===== src/include/axis_bridge_consts.svh =====
/*
 * Bridge width and depth constants shared by the package and the FIFO.
 * The AXI-Lite data width must be a multiple of 8, because write strobes are derived from it.
 */
`ifndef AXIS_BRIDGE_CONSTS_SVH
`define AXIS_BRIDGE_CONSTS_SVH

// Byte address width on the AXI-Lite side and in the stream dest field
`define AXB_ADDR_W 32

// Data word width for streams and the bus
`define AXB_DATA_W 32

// Default number of buffered commands between merger and engine
`define AXB_FIFO_DEPTH 8

`endif


===== src/rtl/axis_bridge_pkg.sv =====
/*
 * Payload and channel types for the stream to AXI-Lite bridge.
 * The streams carry no sideband signals except dest, and the bus has no bursts.
 */
`default_nettype none
`include "axis_bridge_consts.svh"

package axis_bridge_pkg;

    typedef enum logic [1:0] {
        OKAY   = 2'b00,
        EXOKAY = 2'b01,
        SLVERR = 2'b10,
        DECERR = 2'b11
    } axil_resp_e;

    // Write stream beat, dest holds the target bus address
    typedef struct packed {
        logic [`AXB_DATA_W-1:0] data;
        logic [`AXB_ADDR_W-1:0] dest;
    } axis_wr_t;

    // Read request beat, the address rides in the data field
    typedef struct packed {
        logic [`AXB_ADDR_W-1:0] data;
    } axis_rd_req_t;

    typedef struct packed {
        logic [`AXB_DATA_W-1:0] data;
        axil_resp_e             resp;
    } axis_rd_resp_t;

    // One tagged bus operation, data is unused for reads
    typedef struct packed {
        logic                   is_write;
        logic [`AXB_ADDR_W-1:0] addr;
        logic [`AXB_DATA_W-1:0] data;
    } bridge_cmd_t;

    // Signals driven by the AXI-Lite master
    typedef struct packed {
        logic                     awvalid;
        logic [`AXB_ADDR_W-1:0]   awaddr;
        logic [2:0]               awprot;
        logic                     wvalid;
        logic [`AXB_DATA_W-1:0]   wdata;
        logic [`AXB_DATA_W/8-1:0] wstrb;
        logic                     bready;
        logic                     arvalid;
        logic [`AXB_ADDR_W-1:0]   araddr;
        logic [2:0]               arprot;
        logic                     rready;
    } axil_req_t;

    // Signals driven by the AXI-Lite slave
    typedef struct packed {
        logic                   awready;
        logic                   wready;
        logic                   bvalid;
        axil_resp_e             bresp;
        logic                   arready;
        logic                   rvalid;
        logic [`AXB_DATA_W-1:0] rdata;
        axil_resp_e             rresp;
    } axil_rsp_t;

endpackage

`default_nettype wire


===== src/rtl/axil_master_engine.sv =====
/*
 * Runs one command at a time as a single AXI-Lite write or read.
 * Write responses are not returned, a non-OKAY bresp only pulses write_error.
 * Protection bits are zero and every write uses all byte lanes.
 */
`timescale 1ns/1ps
`default_nettype none

module axil_master_engine (
    input  logic                          clock,
    input  logic                          arst_n,
    input  logic                          cmd_valid,
    output logic                          cmd_ready,
    input  axis_bridge_pkg::bridge_cmd_t   cmd,
    output axis_bridge_pkg::axil_req_t     axil_out,
    input  axis_bridge_pkg::axil_rsp_t     axil_in,
    output logic                          resp_valid,
    input  logic                          resp_ready,
    output axis_bridge_pkg::axis_rd_resp_t resp,
    output logic                          write_error
);

    import axis_bridge_pkg::*;

    typedef enum logic [2:0] {
        ST_IDLE,
        ST_WR_ADDR_DATA,
        ST_WR_RESP,
        ST_RD_ADDR,
        ST_RD_DATA,
        ST_RESP_HOLD
    } state_e;

    state_e        state;
    bridge_cmd_t   cmd_q;
    axis_rd_resp_t resp_q;
    // Set once the aw or w handshake of the current write has happened
    logic          aw_done;
    logic          w_done;
    logic          aw_hs;
    logic          w_hs;

    // New work is only taken when the bus side is completely quiet
    assign cmd_ready = (state == ST_IDLE);

    always_comb begin
        axil_out         = '0;
        axil_out.awaddr  = cmd_q.addr;
        axil_out.araddr  = cmd_q.addr;
        axil_out.wdata   = cmd_q.data;
        axil_out.wstrb   = '1;
        axil_out.awvalid = (state == ST_WR_ADDR_DATA) & ~aw_done;
        axil_out.wvalid  = (state == ST_WR_ADDR_DATA) & ~w_done;
        axil_out.bready  = (state == ST_WR_RESP);
        axil_out.arvalid = (state == ST_RD_ADDR);
        axil_out.rready  = (state == ST_RD_DATA);
    end

    assign aw_hs = axil_out.awvalid & axil_in.awready;
    assign w_hs  = axil_out.wvalid & axil_in.wready;

    assign resp_valid = (state == ST_RESP_HOLD);
    assign resp       = resp_q;

    // Pulse lands on the same cycle the write response is taken
    assign write_error = (state == ST_WR_RESP) & axil_in.bvalid & (axil_in.bresp != OKAY);

    always_ff @(posedge clock or negedge arst_n) begin
        if (!arst_n) begin
            state   <= ST_IDLE;
            aw_done <= 1'b0;
            w_done  <= 1'b0;
        end else begin
            case (state)
                ST_IDLE: begin
                    aw_done <= 1'b0;
                    w_done  <= 1'b0;
                    if (cmd_valid) begin
                        state <= cmd.is_write ? ST_WR_ADDR_DATA : ST_RD_ADDR;
                    end
                end
                ST_WR_ADDR_DATA: begin
                    if (aw_hs) aw_done <= 1'b1;
                    if (w_hs) w_done <= 1'b1;
                    // The two channels may finish in either order or together
                    if ((aw_done | aw_hs) && (w_done | w_hs)) begin
                        state <= ST_WR_RESP;
                    end
                end
                ST_WR_RESP: begin
                    if (axil_in.bvalid) state <= ST_IDLE;
                end
                ST_RD_ADDR: begin
                    if (axil_in.arready) state <= ST_RD_DATA;
                end
                ST_RD_DATA: begin
                    if (axil_in.rvalid) state <= ST_RESP_HOLD;
                end
                ST_RESP_HOLD: begin
                    // Stream back-pressure stalls the whole engine here
                    if (resp_ready) state <= ST_IDLE;
                end
                default: state <= ST_IDLE;
            endcase
        end
    end

    // Command and read data are payload, captured without reset
    always_ff @(posedge clock) begin
        if (cmd_valid && cmd_ready) begin
            cmd_q <= cmd;
        end
        if (state == ST_RD_DATA && axil_in.rvalid) begin
            resp_q.data <= axil_in.rdata;
            resp_q.resp <= axil_in.rresp;
        end
    end

    // A valid raised toward the bus or the response stream holds until its handshake
    a_aw_hold: assert property (@(posedge clock) disable iff (!arst_n)
        axil_out.awvalid && !axil_in.awready |=> axil_out.awvalid);
    a_w_hold: assert property (@(posedge clock) disable iff (!arst_n)
        axil_out.wvalid && !axil_in.wready |=> axil_out.wvalid);
    a_ar_hold: assert property (@(posedge clock) disable iff (!arst_n)
        axil_out.arvalid && !axil_in.arready |=> axil_out.arvalid);
    a_resp_hold: assert property (@(posedge clock) disable iff (!arst_n)
        resp_valid && !resp_ready |=> resp_valid && $stable(resp));

endmodule

`default_nettype wire


===== src/rtl/axis_cmd_merge.sv =====
/*
 * Merges the write stream and the read-request stream into one command stream.
 * It is purely combinational and a pending write always beats a pending read.
 */
`timescale 1ns/1ps
`default_nettype none

module axis_cmd_merge (
    input  logic                        clock,
    input  logic                        arst_n,
    input  logic                        wr_valid,
    output logic                        wr_ready,
    input  axis_bridge_pkg::axis_wr_t    wr_data,
    input  logic                        rd_valid,
    output logic                        rd_ready,
    input  axis_bridge_pkg::axis_rd_req_t rd_data,
    output logic                        cmd_valid,
    input  logic                        cmd_ready,
    output axis_bridge_pkg::bridge_cmd_t cmd
);

    // A read only goes through when no write is waiting
    logic rd_sel;

    assign rd_sel = rd_valid & ~wr_valid;

    // The losing side sees ready low, so it keeps its beat for a later cycle
    assign rd_ready = cmd_ready & rd_sel;
    assign wr_ready = cmd_ready & ~rd_sel;

    assign cmd_valid = wr_valid | rd_valid;

    always_comb begin
        if (rd_sel) begin
            cmd.is_write = 1'b0;
            cmd.addr     = rd_data.data;
            // Reads carry no payload
            cmd.data     = '0;
        end else begin
            cmd.is_write = 1'b1;
            cmd.addr     = wr_data.dest;
            cmd.data     = wr_data.data;
        end
    end

    // A source that was held off keeps its beat, because the merger stores nothing
    a_wr_hold: assert property (@(posedge clock) disable iff (!arst_n)
        wr_valid && !wr_ready |=> wr_valid && $stable(wr_data));
    a_rd_hold: assert property (@(posedge clock) disable iff (!arst_n)
        rd_valid && !rd_ready |=> rd_valid && $stable(rd_data));

endmodule

`default_nettype wire


===== src/rtl/axis_to_axil.sv =====
/*
 * Stream to AXI-Lite bridge, merger feeding a command FIFO feeding the bus engine.
 * Commands finish strictly in the order they were accepted.
 */
`timescale 1ns/1ps
`default_nettype none

module axis_to_axil (
    input  logic                          clock,
    input  logic                          arst_n,
    input  logic                          axis_write_valid,
    output logic                          axis_write_ready,
    input  axis_bridge_pkg::axis_wr_t      axis_write,
    input  logic                          axis_read_request_valid,
    output logic                          axis_read_request_ready,
    input  axis_bridge_pkg::axis_rd_req_t  axis_read_request,
    output logic                          axis_read_response_valid,
    input  logic                          axis_read_response_ready,
    output axis_bridge_pkg::axis_rd_resp_t axis_read_response,
    output axis_bridge_pkg::axil_req_t     axil_out,
    input  axis_bridge_pkg::axil_rsp_t     axil_in,
    output logic                          write_error
);

    import axis_bridge_pkg::*;

    // Merger to FIFO
    logic        merge_valid;
    logic        merge_ready;
    bridge_cmd_t merge_cmd;
    // FIFO to engine
    logic        fifo_valid;
    logic        fifo_ready;
    bridge_cmd_t fifo_cmd;

    axis_cmd_merge u_merge (
        .clock     (clock),
        .arst_n    (arst_n),
        .wr_valid  (axis_write_valid),
        .wr_ready  (axis_write_ready),
        .wr_data   (axis_write),
        .rd_valid  (axis_read_request_valid),
        .rd_ready  (axis_read_request_ready),
        .rd_data   (axis_read_request),
        .cmd_valid (merge_valid),
        .cmd_ready (merge_ready),
        .cmd       (merge_cmd)
    );

    stream_fifo #(
        .item_t (bridge_cmd_t)
    ) u_cmd_fifo (
        .clock     (clock),
        .arst_n    (arst_n),
        .in_valid  (merge_valid),
        .in_ready  (merge_ready),
        .in_item   (merge_cmd),
        .out_valid (fifo_valid),
        .out_ready (fifo_ready),
        .out_item  (fifo_cmd)
    );

    axil_master_engine u_engine (
        .clock       (clock),
        .arst_n      (arst_n),
        .cmd_valid   (fifo_valid),
        .cmd_ready   (fifo_ready),
        .cmd         (fifo_cmd),
        .axil_out    (axil_out),
        .axil_in     (axil_in),
        .resp_valid  (axis_read_response_valid),
        .resp_ready  (axis_read_response_ready),
        .resp        (axis_read_response),
        .write_error (write_error)
    );

endmodule

`default_nettype wire


===== src/rtl/stream_fifo.sv =====
/*
 * Synchronous FIFO with valid/ready on both sides and a typed payload.
 * Output valid rises one cycle after a push, and a full FIFO takes a push only alongside a pop.
 */
`timescale 1ns/1ps
`default_nettype none
`include "axis_bridge_consts.svh"

module stream_fifo #(
    parameter type         item_t = logic [7:0],
    parameter int unsigned depth  = `AXB_FIFO_DEPTH
) (
    input  logic  clock,
    input  logic  arst_n,
    input  logic  in_valid,
    output logic  in_ready,
    input  item_t in_item,
    output logic  out_valid,
    input  logic  out_ready,
    output item_t out_item
);

    localparam int unsigned ptr_w = (depth > 1) ? $clog2(depth) : 1;

    item_t            mem [depth];
    logic [ptr_w-1:0] wr_ptr;
    logic [ptr_w-1:0] rd_ptr;
    logic [ptr_w:0]   count;
    logic [ptr_w:0]   count_next;
    logic             space_q;
    logic             push;
    logic             pop;

    assign out_valid = (count != '0);
    assign out_item  = mem[rd_ptr];
    assign pop       = out_valid & out_ready;

    // Room left after the last edge, or a slot freed by a pop in this cycle
    assign in_ready = space_q | pop;
    assign push     = in_valid & in_ready;

    always_comb begin
        count_next = count;
        case ({push, pop})
            2'b10: count_next = count + 1'b1;
            2'b01: count_next = count - 1'b1;
            default: count_next = count;
        endcase
    end

    always_ff @(posedge clock or negedge arst_n) begin
        if (!arst_n) begin
            wr_ptr  <= '0;
            rd_ptr  <= '0;
            count   <= '0;
            // Held low so no input is accepted during reset
            space_q <= 1'b0;
        end else begin
            count   <= count_next;
            space_q <= (count_next != (ptr_w+1)'(depth));
            if (push) begin
                wr_ptr <= (wr_ptr == ptr_w'(depth - 1)) ? '0 : wr_ptr + 1'b1;
            end
            if (pop) begin
                rd_ptr <= (rd_ptr == ptr_w'(depth - 1)) ? '0 : rd_ptr + 1'b1;
            end
        end
    end

    // Only the entries between the read and write pointers hold valid items
    always_ff @(posedge clock) begin
        if (push) begin
            mem[wr_ptr] <= in_item;
        end
    end

    // A full FIFO must never take a push unless a slot drains in the same cycle
    a_no_overflow: assert property (@(posedge clock) disable iff (!arst_n)
        (count == (ptr_w+1)'(depth)) && !pop |-> !push);

    // An empty FIFO has both pointers together, so no pop has run ahead of the pushes
    a_no_underflow: assert property (@(posedge clock) disable iff (!arst_n)
        (count == '0) |-> (wr_ptr == rd_ptr));

endmodule

`default_nettype wire


===== config.mk =====
export PLATFORM = sky130hd
export DESIGN_NAME = axis_to_axil
export DESIGN_NICKNAME = d
export VERILOG_FILES = /design/src/rtl/axis_bridge_pkg.sv /design/src/rtl/axil_master_engine.sv /design/src/rtl/axis_cmd_merge.sv /design/src/rtl/axis_to_axil.sv /design/src/rtl/stream_fifo.sv
export VERILOG_INCLUDE_DIRS = /design/src /design/src/include
export SDC_FILE = /design/constraint.sdc
export NUM_CORES = 1
export LEC_CHECK = 0
export ABC_AREA = 0
export BUFFER_PORTS_ARGS = -buffer_cell sky130_fd_sc_hd__buf_2
export CAP_MARGIN = 5
export CELL_PAD_IN_SITES_DETAIL_PLACEMENT = 1
export CELL_PAD_IN_SITES_GLOBAL_PLACEMENT = 1
export CORE_MARGIN = 2
export CORE_UTILIZATION = 51
export CTS_CLUSTER_DIAMETER = 120
export CTS_CLUSTER_SIZE = 10
export DETAILED_ROUTE_END_ITERATION = 8
export PLACE_DENSITY = 0.88
export SLEW_MARGIN = 20
export SYNTH_ARGS = -nofsm -noshare
export SYNTH_HDL_FRONTEND = slang
export SYNTH_SLANG_ARGS = --single-unit

===== constraint.sdc =====
create_clock -name clock -period 12.2 [get_ports clock]
set_clock_uncertainty 0.2 [all_clocks]
set_input_delay 0.61 -clock clock [delete_from_list [all_inputs] [get_ports clock]]
set_output_delay 0.61 -clock clock [all_outputs]
set_load 0.02 [all_outputs]

* Word level (Yosys, flattened, before mapping) *
Memories as Yosys holds them, arrays and structs flattened.
Cells that the tools add are included.

storage, ports and cells
  flip-flop bits (word level) = 114
  RAM bits = 520
  bits of input ports = 142
  output and inout port bits = 149
  logic and storage cells = 81
  memories = 1

cells by class
  add/sub/neg operators = 4
  equal/unequal tests = 18
  mux-type cells = 18
  bitwise gates (word level) = 19
  reductions and logical operators = 10

memory list
  name            words  bits a word  read ports  clocked after Yosys merged registers in  wr ports  RTL line           source
  u_cmd_fifo.mem  8      65           1           0                                        1         stream_fifo.sv:25  item_t mem [depth];

operators by type and width
  cell                                              count
  2-to-1 mux 65 bit                                 1
  2-to-1 mux 3 bit                                  8
  case mux 3 bit (6 select lines)                   1
  != test 2 x 1 -> 1 bit, second input constant     7
  == test 3 bit, second input constant              4
  AND 1 bit                                         11
  case mux 4 bit (2 select lines)                   1
  adder 3 x 1 -> 3 bit, second input constant       2
  == test 3 x 2 -> 1 bit, second input constant     2
  AND reduction 6 bit                               1
  adder 4 x 1 -> 4 bit, second input constant       1
  2-to-1 mux 1 bit                                  4
  != test 4 bit, second input constant              1
  inverter 1 bit                                    4
  OR 1 bit                                          4
  case mux 1 bit (2 select lines)                   2
  AND reduction 2 bit                               2
  nonzero test 2 bit                                2
  nonzero test 4 bit                                1
  subtractor 4 x 1 -> 4 bit, second input constant  1
  == test 3 x 1 -> 1 bit, second input constant     1
  logical AND 1 bit                                 3
  zero test 3 bit                                   1
  == test 2 x 1 -> 1 bit, second input constant     1
  3 further kinds                                   3

* Depth between registers and ports, before layout *
Gate-level depths: netlist (run 1).

  depth after elaboration = 7
  gate-level depth with buffers = 11
  mapped depth without buffers = 10

* Hierarchy *
A second synthesis (run 1) with hierarchy kept.

second synthesis, totals
  cells, all modules = 1086
  area total of the unflattened synthesis = 24638.6 sq um

modules (own cells, without submodules)
  module              times used  cells an instance  area an instance (sq um)  seq. area each (sq um)
  stream_fifo         1           825                20193.1                   15890.2
  axil_master_engine  1           185                3652.3                    3067.9
  axis_cmd_merge      1           76                 793.3                     0.0

* Worst setup path before layout (run 1) *
Ideal clock, no wire load.

  kind = flip-flop to flip-flop
  from = register u_engine.state[2]
  to = memory u_cmd_fifo.mem[2][0] (netlist bit) (enable)
  arrival = 8.702 ns
  data required time = 11.329 ns
  slack = 2.627 ns
  stages on the path, launching flop included = 6
  path buffers = 1
  path through = dfrtp_1 nor3_1 nor2b_1 buf_2 o22ai_4 nor4b_1

on the way
  longest elaborated chain between the ends = 6

RTL lines
  element                                 RTL line                  source
  from (decl)                             axil_master_engine.sv:34  state_e state;
  from (signal assigned)                  axil_master_engine.sv:79  state <= cmd.is_write ? ST_WR_ADDR_DATA : ST_RD_ADDR;
  zero test 3 bit                         axil_master_engine.sv:44  assign cmd_ready = (state == ST_IDLE);
  AND 1 bit                               stream_fifo.sv:36         assign pop = out_valid & out_ready;
  net u_cmd_fifo.pop                      stream_fifo.sv:32         logic pop;
  OR 1 bit                                stream_fifo.sv:39         assign in_ready = space_q | pop;
  AND 1 bit                               stream_fifo.sv:40         assign push = in_valid & in_ready;
  2-to-1 mux 1 bit                        stream_fifo.sv:72         if (push) begin
  2-to-1 mux 1 bit (implied by the code)  stream_fifo.sv:73         mem[wr_ptr] <= in_item;
  to (decl)                               stream_fifo.sv:25

The timed path passes the listed nets, and every way through them passes these cells.

* Worst setup path in the final report (run 1) *
  from = register u_engine.state[0]
  to = register u_cmd_fifo.space_q

on the way
  longest elaborated chain between the ends = 7
  elaborated cells between the ends (all ways) = 8
  those cells by class = eq/ne (3); mux (1); bitwise (3); reduce/logical (1)

RTL lines
  element                                                         RTL line                  source
  zero test 3 bit (*)                                             axil_master_engine.sv:44
  AND 1 bit (*)                                                   stream_fifo.sv:36
  OR 1 bit                                                        stream_fifo.sv:39
  AND 1 bit                                                       stream_fifo.sv:40
  == test 2 x 1 -> 1 bit / == test 2 bit (equally long branches)  stream_fifo.sv:44         case ({push, pop})
  case mux 4 bit (2 select lines) (*)                             stream_fifo.sv:44
  != test 4 bit (*)                                               stream_fifo.sv:60         space_q <= (count_next != (ptr_w+1)'(depth));
  to (signal assigned)                                            stream_fifo.sv:60
  to (decl)                                                       stream_fifo.sv:30         logic space_q;

Mark *: on every way between the ends. The rest lies on a longest branch, timed or not.
A chain may end at the register's enable or synchronous reset.

==> run metrics, run 1 <==
outcome finished, final reports clean; Internal 5134 uW; RSZ-0062 raised after global routing no; Root Buffer clkbuf_16; HPWL Detailed 32430 um; Max-Cap Viols 0; Sw Share 0.3210; Finished Layout Cells 2038; number of synthesized flops with an enable pin 618; vias per inst 5.984; fin crit period 3.861 ns; Die H 222.6 um; Area growth syn-to-layout 17.45%; largest net degree at the start of global routing 81; CP arrival 4.11 ns; worst hold path type in2reg; Synth top area share 0.7617; Placer Congestion 0.7893; Synth area leaders edfxtp_1, mux4_2, mux2_2, dfrtp_1, buf_4; Post-synth ARST share 0.02524; Hold Buf Count CTS 33; combinational share of power 0.284; Core Region 47450 um2; Leakage 0.009830 uW; global-route wire length before repair 91450 um; IO buf count 280; PostCTS Resize Cnt 0; remaining routing DRC violations 0; Setup crit start kind register; setup violators final 0; Post-synth top cells edfxtp_1, mux4_2, mux2_2; Seq/Total Area, Yosys 0.7781; TritonCTS clock tree done; post-route antenna net violation count 0; CTS buffer count 73; Fill cells 4019; critical path endpoint category register; row count 80; Worst-Margin Slew 1.137 ns; Peak supply drop 0.2109 mV; Clk network pwr share 0.258; area leader, netlist edfxtp_1; setup TNS 0 ns; post-CTS setup buffers 0; Synth Instances 1072; placed insts 1904; period utilization 0.3165; P_sw 2427 uW; clk slew on worst S/H paths 0.07 ns; Synth cell types 39; H-tree levels 3; vias after detailed routing 12196; final WL 62530 um; initial DRC count 1189; Worst Path Required 12.45 ns; Post-Syn Area per Cell 22.73 um2; Yosys warnings 0; share of post-route cells with drive strength above 1 0.4388; Max Root-Sink Buffers 3; Final Util 0.6031; GR Overflow Total 0; PnR Total Power 7562 uW; Synth Cell Area 24360 um2; die width 222.6 um; vias in the first global route 13190; worst skew pair latency 0.60 ns; first-pass iteration count of the detailed router 5; per-cell routed wire length 30.68 um; Relative slew margins 0.2421; GRT Total Usage 0.2564; clk sink count 634; final hold vios 0; Slew Limit Fails 0; Top FF cell, synth edfxtp_1; initial core utilization 0.5135; Max Clk Rate 259.0 MHz; nets 1546; initial antenna violation count 3; Worst Hold Margin 0.01675 ns; Die ar. 49540 um2; IO Pins 291; Flop pwr share 0.458; critical path class reg2reg; register bit total from synthesis 634; worst-path maximum fanout 37; most numerous cell in the Yosys netlist edfxtp_1; pwr dens 264.3 nW/um2
## worst max-delay path, cell delays in order, from the launching register on
cell and delay, ns:
dfrtp_1 0.54, nor3_1 0.43, nor2b_4 0.29, buf_4 0.53, ha_1 0.39, xor2_1 0.12
ha_1 0.23, a21oi_1 0.22, mux2i_1 0.30, xor2_1 0.30, o211ai_1 0.14
## layer usage
layer / global-route usage / vias to the layer above / share of wire
met3: 0.03954 / 158 / 0.061
met4: 0.09894 / 2 / 0.038
met2: 0.4461 / 655 / 0.53
met1: 0.3272 / 6386 / 0.37
met5: 0 / - / 0.00021
li1: - / 4995 / -
## flip-flops by register name, summed over array words and instances, names as in the netlist
name                cells
u_cmd_fifo.count        4
u_cmd_fifo.mem        520
u_cmd_fifo.rd_ptr       3
u_cmd_fifo.space_q      1
u_cmd_fifo.wr_ptr       3
u_engine.aw_done        1
u_engine.axil_out      64
u_engine.resp          34
u_engine.state          3
u_engine.w_done         1
## stage by stage
step	worst slack (ns)	cell area [um2]
6_report	8.339	28610
4_1_cts	8.409	28600
3_3_place_gp	8.472	26190
3_5_place_dp	8.536	26240
5_1_grt	8.210	28610
2_1_floorplan	2.627	24390
## final timing paths
path	slack, ns	depth (start not counted)	to	start
setup / recovery	8.34	10	u_cmd_fifo.space_q	u_engine.state[0]
hold / removal	0.02	1	u_engine.resp[15]	axil_in[15]
setup reg to reg	8.34	10	u_cmd_fifo.space_q	u_engine.state[0]
hold reg to reg	0.42	2	u_engine.aw_done	u_engine.aw_done
max in group asynchronous	11.15	2	u_cmd_fifo.rd_ptr[1]	arst_n
min in group asynchronous	0.30	2	u_engine.state[0]	arst_n
## power groups by stage
| stage | clock (uW) | combinational [uW] | sequential [uW] |
|---|---|---|---|
| CTS | 1950 | 2150 | 3460 |
| global route | 2040 | 2270 | 3510 |
| finish | 1950 | 2150 | 3470 |
| floorplan | 0 | 1460 | 3460 |
| detailed placement | 0 | 2090 | 3470 |
| global placement | 0 | 1940 | 3450 |
## cell type report
cell class	instances	area, um2	share of cell area
Clock inverter	6	78.83	0.002755
Multi-Input combinational cell	354	4913	0.1717
Clock buffer	94	1948	0.06808
Inverter	3	11.26	0.0003935
Tap cell	615	769.5	0.02689
Sequential cell	634	18970	0.6629
Antenna cell	1	2.502	0.00008745
Timing Repair Buffer	331	1922	0.06716
## placed cells by master, fill, tap and decap left out, drive strengths merged, types with 2 or more instances in the layout
cell type    count
mux2i            4
a21oi            6
edfxtp         618
o211ai           3
buf            298
clkbuf          94
dlygate4sd3     33
nor3             5
a21o             2
xor2             3
o21ai            2
and2            34
nor2            17
o221ai           2
dfrtp           16
mux4           129
nand2            5
conb            10
nor4             2
mux2           103
clkinv           3
ha               7
nor2b            5
nand2b           4
inv              6
## cells by family (layout without fill, tap and decap cells)
group	count (synthesis)	count (layout)	share of synthesized area
DFF	634	634	0.7781
muxes	236	236	0.1685
buffers and inverters	92	434	0.02398
and+or+nand+nor	77	77	0.01777
AOI/OAI and AO/OA	20	20	0.006266
adders and majority gates	7	7	0.003595
xor gates and xnor gates	4	4	0.001438
other	2	11	0.0003082
Note: power is estimated with default switching activity, not from simulation.
==> run 2, diff against run 1 <==
CORE_UTILIZATION = 46   (was 51)
PLACE_DENSITY = 0.84   (was 0.88)
clock period = 3.25 ns   (was 12.2 ns; I/O delays follow)
==> run metrics, run 2 (same netlist as run 1, synthesis figures left out) <==
outcome finished, final reports clean; final hold vios 0; DP Area 26680 um2; fin crit period 2.957 ns; post-route antenna net violation count 0; Worst-Margin Slew 1.008 ns; min-delay src axis_read_request_valid; Flop pwr share 0.452; vias per inst 5.472; vias after detailed routing 12214; PostCTS Resize Cnt 0; Worst Path Required 3.52 ns; initial antenna violation count 0; P_sw 8778 uW; n_diodes 0; combinational share of power 0.295; Sw Share 0.3098; max reg flops 520; IO Pins 291; largest net degree at the start of global routing 68; H-tree levels 3; HPWL Detailed 32240 um; Biggest register u_cmd_fifo.mem; GRT Total Usage 0.2106; global-route wire length before repair 84280 um; final WL 56650 um; setup violators final 0; vias in the first global route 13581; Area growth syn-to-layout 23.53%; worst hold path cell count 4; Peak supply drop 0.4971 mV; clk slew on worst S/H paths 0.06 ns; Max-Cap Viols 0; most frequent cells in the layout edfxtp_1, buf_2, dlygate4sd3_1; most common cell after layout, fill and taps aside edfxtp_1; Leakage 0.01041 uW; cell chain of the critical path nor4_2, nor2b_4, o22ai_4, ha_1, xor2_1, ha_1, a21oi_1, mux2i_1, xor2_1, o211ai_1; Final Instance Area 30100 um2; max incr delay on CP 0.52 ns; GR Overflow Total 0; critical path endpoint category register; pwr dens 941.6 nW/um2; share of post-route cells with drive strength above 1 0.4152; placed insts 1993; CTS buffer count 73; period utilization 0.9100; worst flop-to-flop path endpoint u_cmd_fifo.space_q; critical path class reg2reg; initial DRC count 827; Internal 19560 uW; nets 1670; first-pass iteration count of the detailed router 5; Fill cells 4577; clk sink count 634; crit path buf inv count 0; Root Buffer clkbuf_16; CP arrival 3.23 ns; slowest CP cell nor4_2; family with the most delay on the worst path simple AND/OR/NAND/NOR gates; Slew Limit Fails 0; Finished Layout Cells 2232; Reg-to-Reg Start u_cmd_fifo.count[1]; register area 18970 um2; Die ar. 54820 um2; Clk network pwr share 0.253; die width 234.1 um; area occupied by multi-input gates 4961 um2; Max Root-Sink Buffers 3; Relative slew margins 0.3278; r2r setup slk 0.29 ns; per-cell routed wire length 25.38 um; remaining routing DRC violations 0; Die H 234.1 um; hold path endpoint u_cmd_fifo.wr_ptr[1]; Core Region 52450 um2; TritonCTS clock tree done; Placer Congestion 0.7742; worst hold path type in2reg; Max Clk Rate 338.1 MHz; post-CTS setup buffers 0; Reg2Reg Depth 10; Crit path depth 10; row count 84; worst-path maximum fanout 6; Setup crit start kind register; worst skew pair latency 0.61 ns; Final Util 0.5738; IO buf count 280; RSZ-0062 raised after global routing no; initial core utilization 0.4645
## run 2: worst min-delay path, stage by stage
cell	delay [ns]
buf_2	0.17
o22ai_4	0.10
buf_4	0.19
mux2_1	0.21
## run 2: worst max-delay path by stage
stage	endpoint	slack (ns)	from
2_1_floorplan	u_cmd_fifo.mem[2][0]	-0.91	u_engine.state[2]
3_3_place_gp	u_cmd_fifo.space_q	0.48	u_cmd_fifo.count[1]
3_5_place_dp	u_cmd_fifo.space_q	0.33	u_cmd_fifo.count[1]
4_1_cts	u_cmd_fifo.space_q	0.31	u_cmd_fifo.count[1]
5_1_grt	u_cmd_fifo.space_q	0.10	u_cmd_fifo.count[1]
6_report	u_cmd_fifo.space_q	0.29	u_cmd_fifo.count[1]
## run 2: routing by layer
layer | GRT usage | part of all wire | vias up
li1 | - | - | 5244
met1 | 0.2614 | 0.39 | 6443
met2 | 0.3689 | 0.53 | 409
met3 | 0.03405 | 0.047 | 118
met4 | 0.08683 | 0.033 | 0
met5 | 0 | 0 | -
## run 2: through the flow
step | setup slack, ns | total power, uW | hold slack [ns] | setup TNS (ns)
2_1_floorplan | -0.9099 | 18400 | -0.3331 | -224.83
4_1_cts | 0.3073 | 28610 | 0.03464 | 0
5_1_grt | 0.1013 | 29500 | 0.06536 | 0
3_3_place_gp | 0.4797 | 20670 | -0.1022 | 0
6_report | 0.2926 | 28340 | 0.08010 | 0
3_5_place_dp | 0.3327 | 21180 | -0.1021 | 0
## run 2: power groups by stage
stage	Combinational (uW)	Clock, uW	Sequential, uW
after floorplan	5580	0	12800
after global placement	7920	0	12800
after detailed placement	8210	0	13000
after CTS	8460	7300	12900
after global routing	8910	7580	13000
final	8350	7170	12800
## run 2: repair_timing
| item | CTS | global route |
|---|---|---|
| endpoints found under the hold margin | 569 | 0 |
| hold buffers | 141 | 0 |
| endpoints found under the setup margin | 0 | 0 |
## run 2: cell type report
class	instances	area share
clock buffers	91	0.06365
clock inverters	7	0.002661
flip-flops and latches	634	0.6303
repair buffers	455	0.1095
inverters	3	0.0003742
multi-input cells	354	0.1648
well taps	688	0.02860
==> run 3, diff against run 2 <==
GPL_TIMING_DRIVEN = 0   (was not set)
==> run metrics, run 3 (same netlist as run 1, synthesis figures left out) <==
Die H 234.1 um; per-cell routed wire length 26.35 um; placed insts 2096; Area growth syn-to-layout 27.53%; Biggest register u_cmd_fifo.mem; vias after detailed routing 12796; Max Clk Rate 321.0 MHz; pwr dens 946.3 nW/um2; critical path endpoint category register; IO buf count 280; Worst-Margin Slew 1.012 ns; TritonCTS clock tree done; vias in the first global route 14263; Worst Hold Margin 0.03739 ns; initial antenna violation count 4; Setup crit start kind register; fin crit period 3.115 ns; GR Overflow Total 0; CP startpoint u_cmd_fifo.count[0]; CP arrival 3.40 ns; final WL 61720 um; clk slew on worst S/H paths 0.06 ns; Max Root-Sink Buffers 3; HPWL Detailed 38840 um; first-pass iteration count of the detailed router 5; final hold vios 0; Slew Limit Fails 0; critical path class reg2reg; most common cell after layout, fill and taps aside edfxtp_1; Reg-to-Reg Start u_cmd_fifo.count[0]; cell chain of the critical path nor4_4, nor2b_4, clkbuf_16, o22ai_4, buf_4, ha_1, nor2b_1, a32oi_1, and3_1, or2_2; initial core utilization 0.4645; CTS buffer count 73; Worst Path Required 3.53 ns; Peak supply drop 0.4674 mV; share of post-route cells with drive strength above 1 0.4453; post-route antenna net violation count 0; largest net degree at the start of global routing 37; initial DRC count 1020; vias per inst 5.464; global-route wire length before repair 90410 um; GRT Total Usage 0.2288; max reg flops 520; row count 84; Reg2Reg Depth 10; Die ar. 54820 um2; most frequent cells in the layout edfxtp_1, buf_2, dlygate4sd3_1; worst skew pair latency 0.60 ns; slowest CP cell dfrtp_1; nets 1789; Fill cells 4523; die width 234.1 um; r2r setup slk 0.14 ns; H-tree levels 3; Root Buffer clkbuf_16; Relative slew margins 0.3254; Core Region 52450 um2; worst hold path type in2reg; setup violators final 0; IO Pins 291; Max-Cap Viols 0; clk sink count 634; period utilization 0.9584; Placer Congestion 0.7435; Finished Layout Cells 2342; Worst Setup EP u_cmd_fifo.count[3]; max incr delay on CP 0.46 ns; min-delay src axis_write_valid; outcome finished, final reports clean; Leakage 0.01097 uW; worst flop-to-flop path endpoint u_cmd_fifo.count[3]; worst-path maximum fanout 18; remaining routing DRC violations 0
-- run 3: area by class of cell --
class                           instances  area [um2]  share of cell area
Sequential cell                       634       18960              0.6102
Timing Repair Buffer                  485        3686              0.1186
Tap cell                              688       860.8             0.02771
Antenna cell                            1       2.502          0.00008054
Clock inverter                          3       33.78            0.001087
Clock buffer                           85        1936             0.06230
Buffer                                 89       593.1             0.01909
Inverter                                3       11.26           0.0003624
Multi-Input combinational cell        354        4989              0.1606
-- run 3: metrics by stage --
step	util	setup TNS [ns]	total power, uW	cell area (um2)	setup slack, ns
2_1_floorplan	-	-224.83	18400	24510	-0.9099
4_1_cts	0.5913	0	29550	31010	0.002106
6_report	0.5924	0	29400	31070	0.1351
3_5_place_dp	0.5244	-42.27	21990	27500	-0.6146
5_1_grt	0.5924	-0.01449	30620	31070	-0.01449
3_3_place_gp	0.5105	-1180.14	21030	26770	-3.288
-- run 3: how the worst min path moves through the flow --
stage,endpoint,depth (start not counted)
after floorplan,u_cmd_fifo.count[0],0
after global placement,u_cmd_fifo.count[0],1
after detailed placement,u_engine.state[2],1
after CTS,u_cmd_fifo.wr_ptr[0],4
after global routing,u_cmd_fifo.wr_ptr[0],4
final,u_cmd_fifo.wr_ptr[0],4
-- run 3: power by group --
part	switching (uW)	leakage (uW)	total, uW	internal (uW)
sequential	773	0.00587	12300	11600
clock	2980	0.000963	7130	4150
combinational	5410	0.00414	9930	4510
-- run 3: metal layers --
metal | global-route usage | vias to the layer above | wire length [um]
met5 | 0 | - | 0
met4 | 0.07872 | 0 | 1775
met3 | 0.03599 | 111 | 2979
met2 | 0.4096 | 430 | 33050
met1 | 0.2832 | 6759 | 23920
li1 | - | 5496 | -
-- run 3: repair_timing --
item,in CTS,in global routing
cloned,1,1
hold buffers,140,0
hold endpoints to repair,567,0
gates resized for setup,4,3
setup endpoints to repair,318,31
pin swaps,6,2
buffers inserted,11,4
-- run 3: critical path, delay by kind of cell (launching register included) --
kind | cells | cell delay, ns
buffers and inverters | 2 | 0.42
AND/OR/NAND/NOR | 5 | 1.22
adder cells (fa/ha/maj) | 1 | 0.29
flip-flops | 1 | 0.46
AO/OA/AOI/OAI | 2 | 0.40
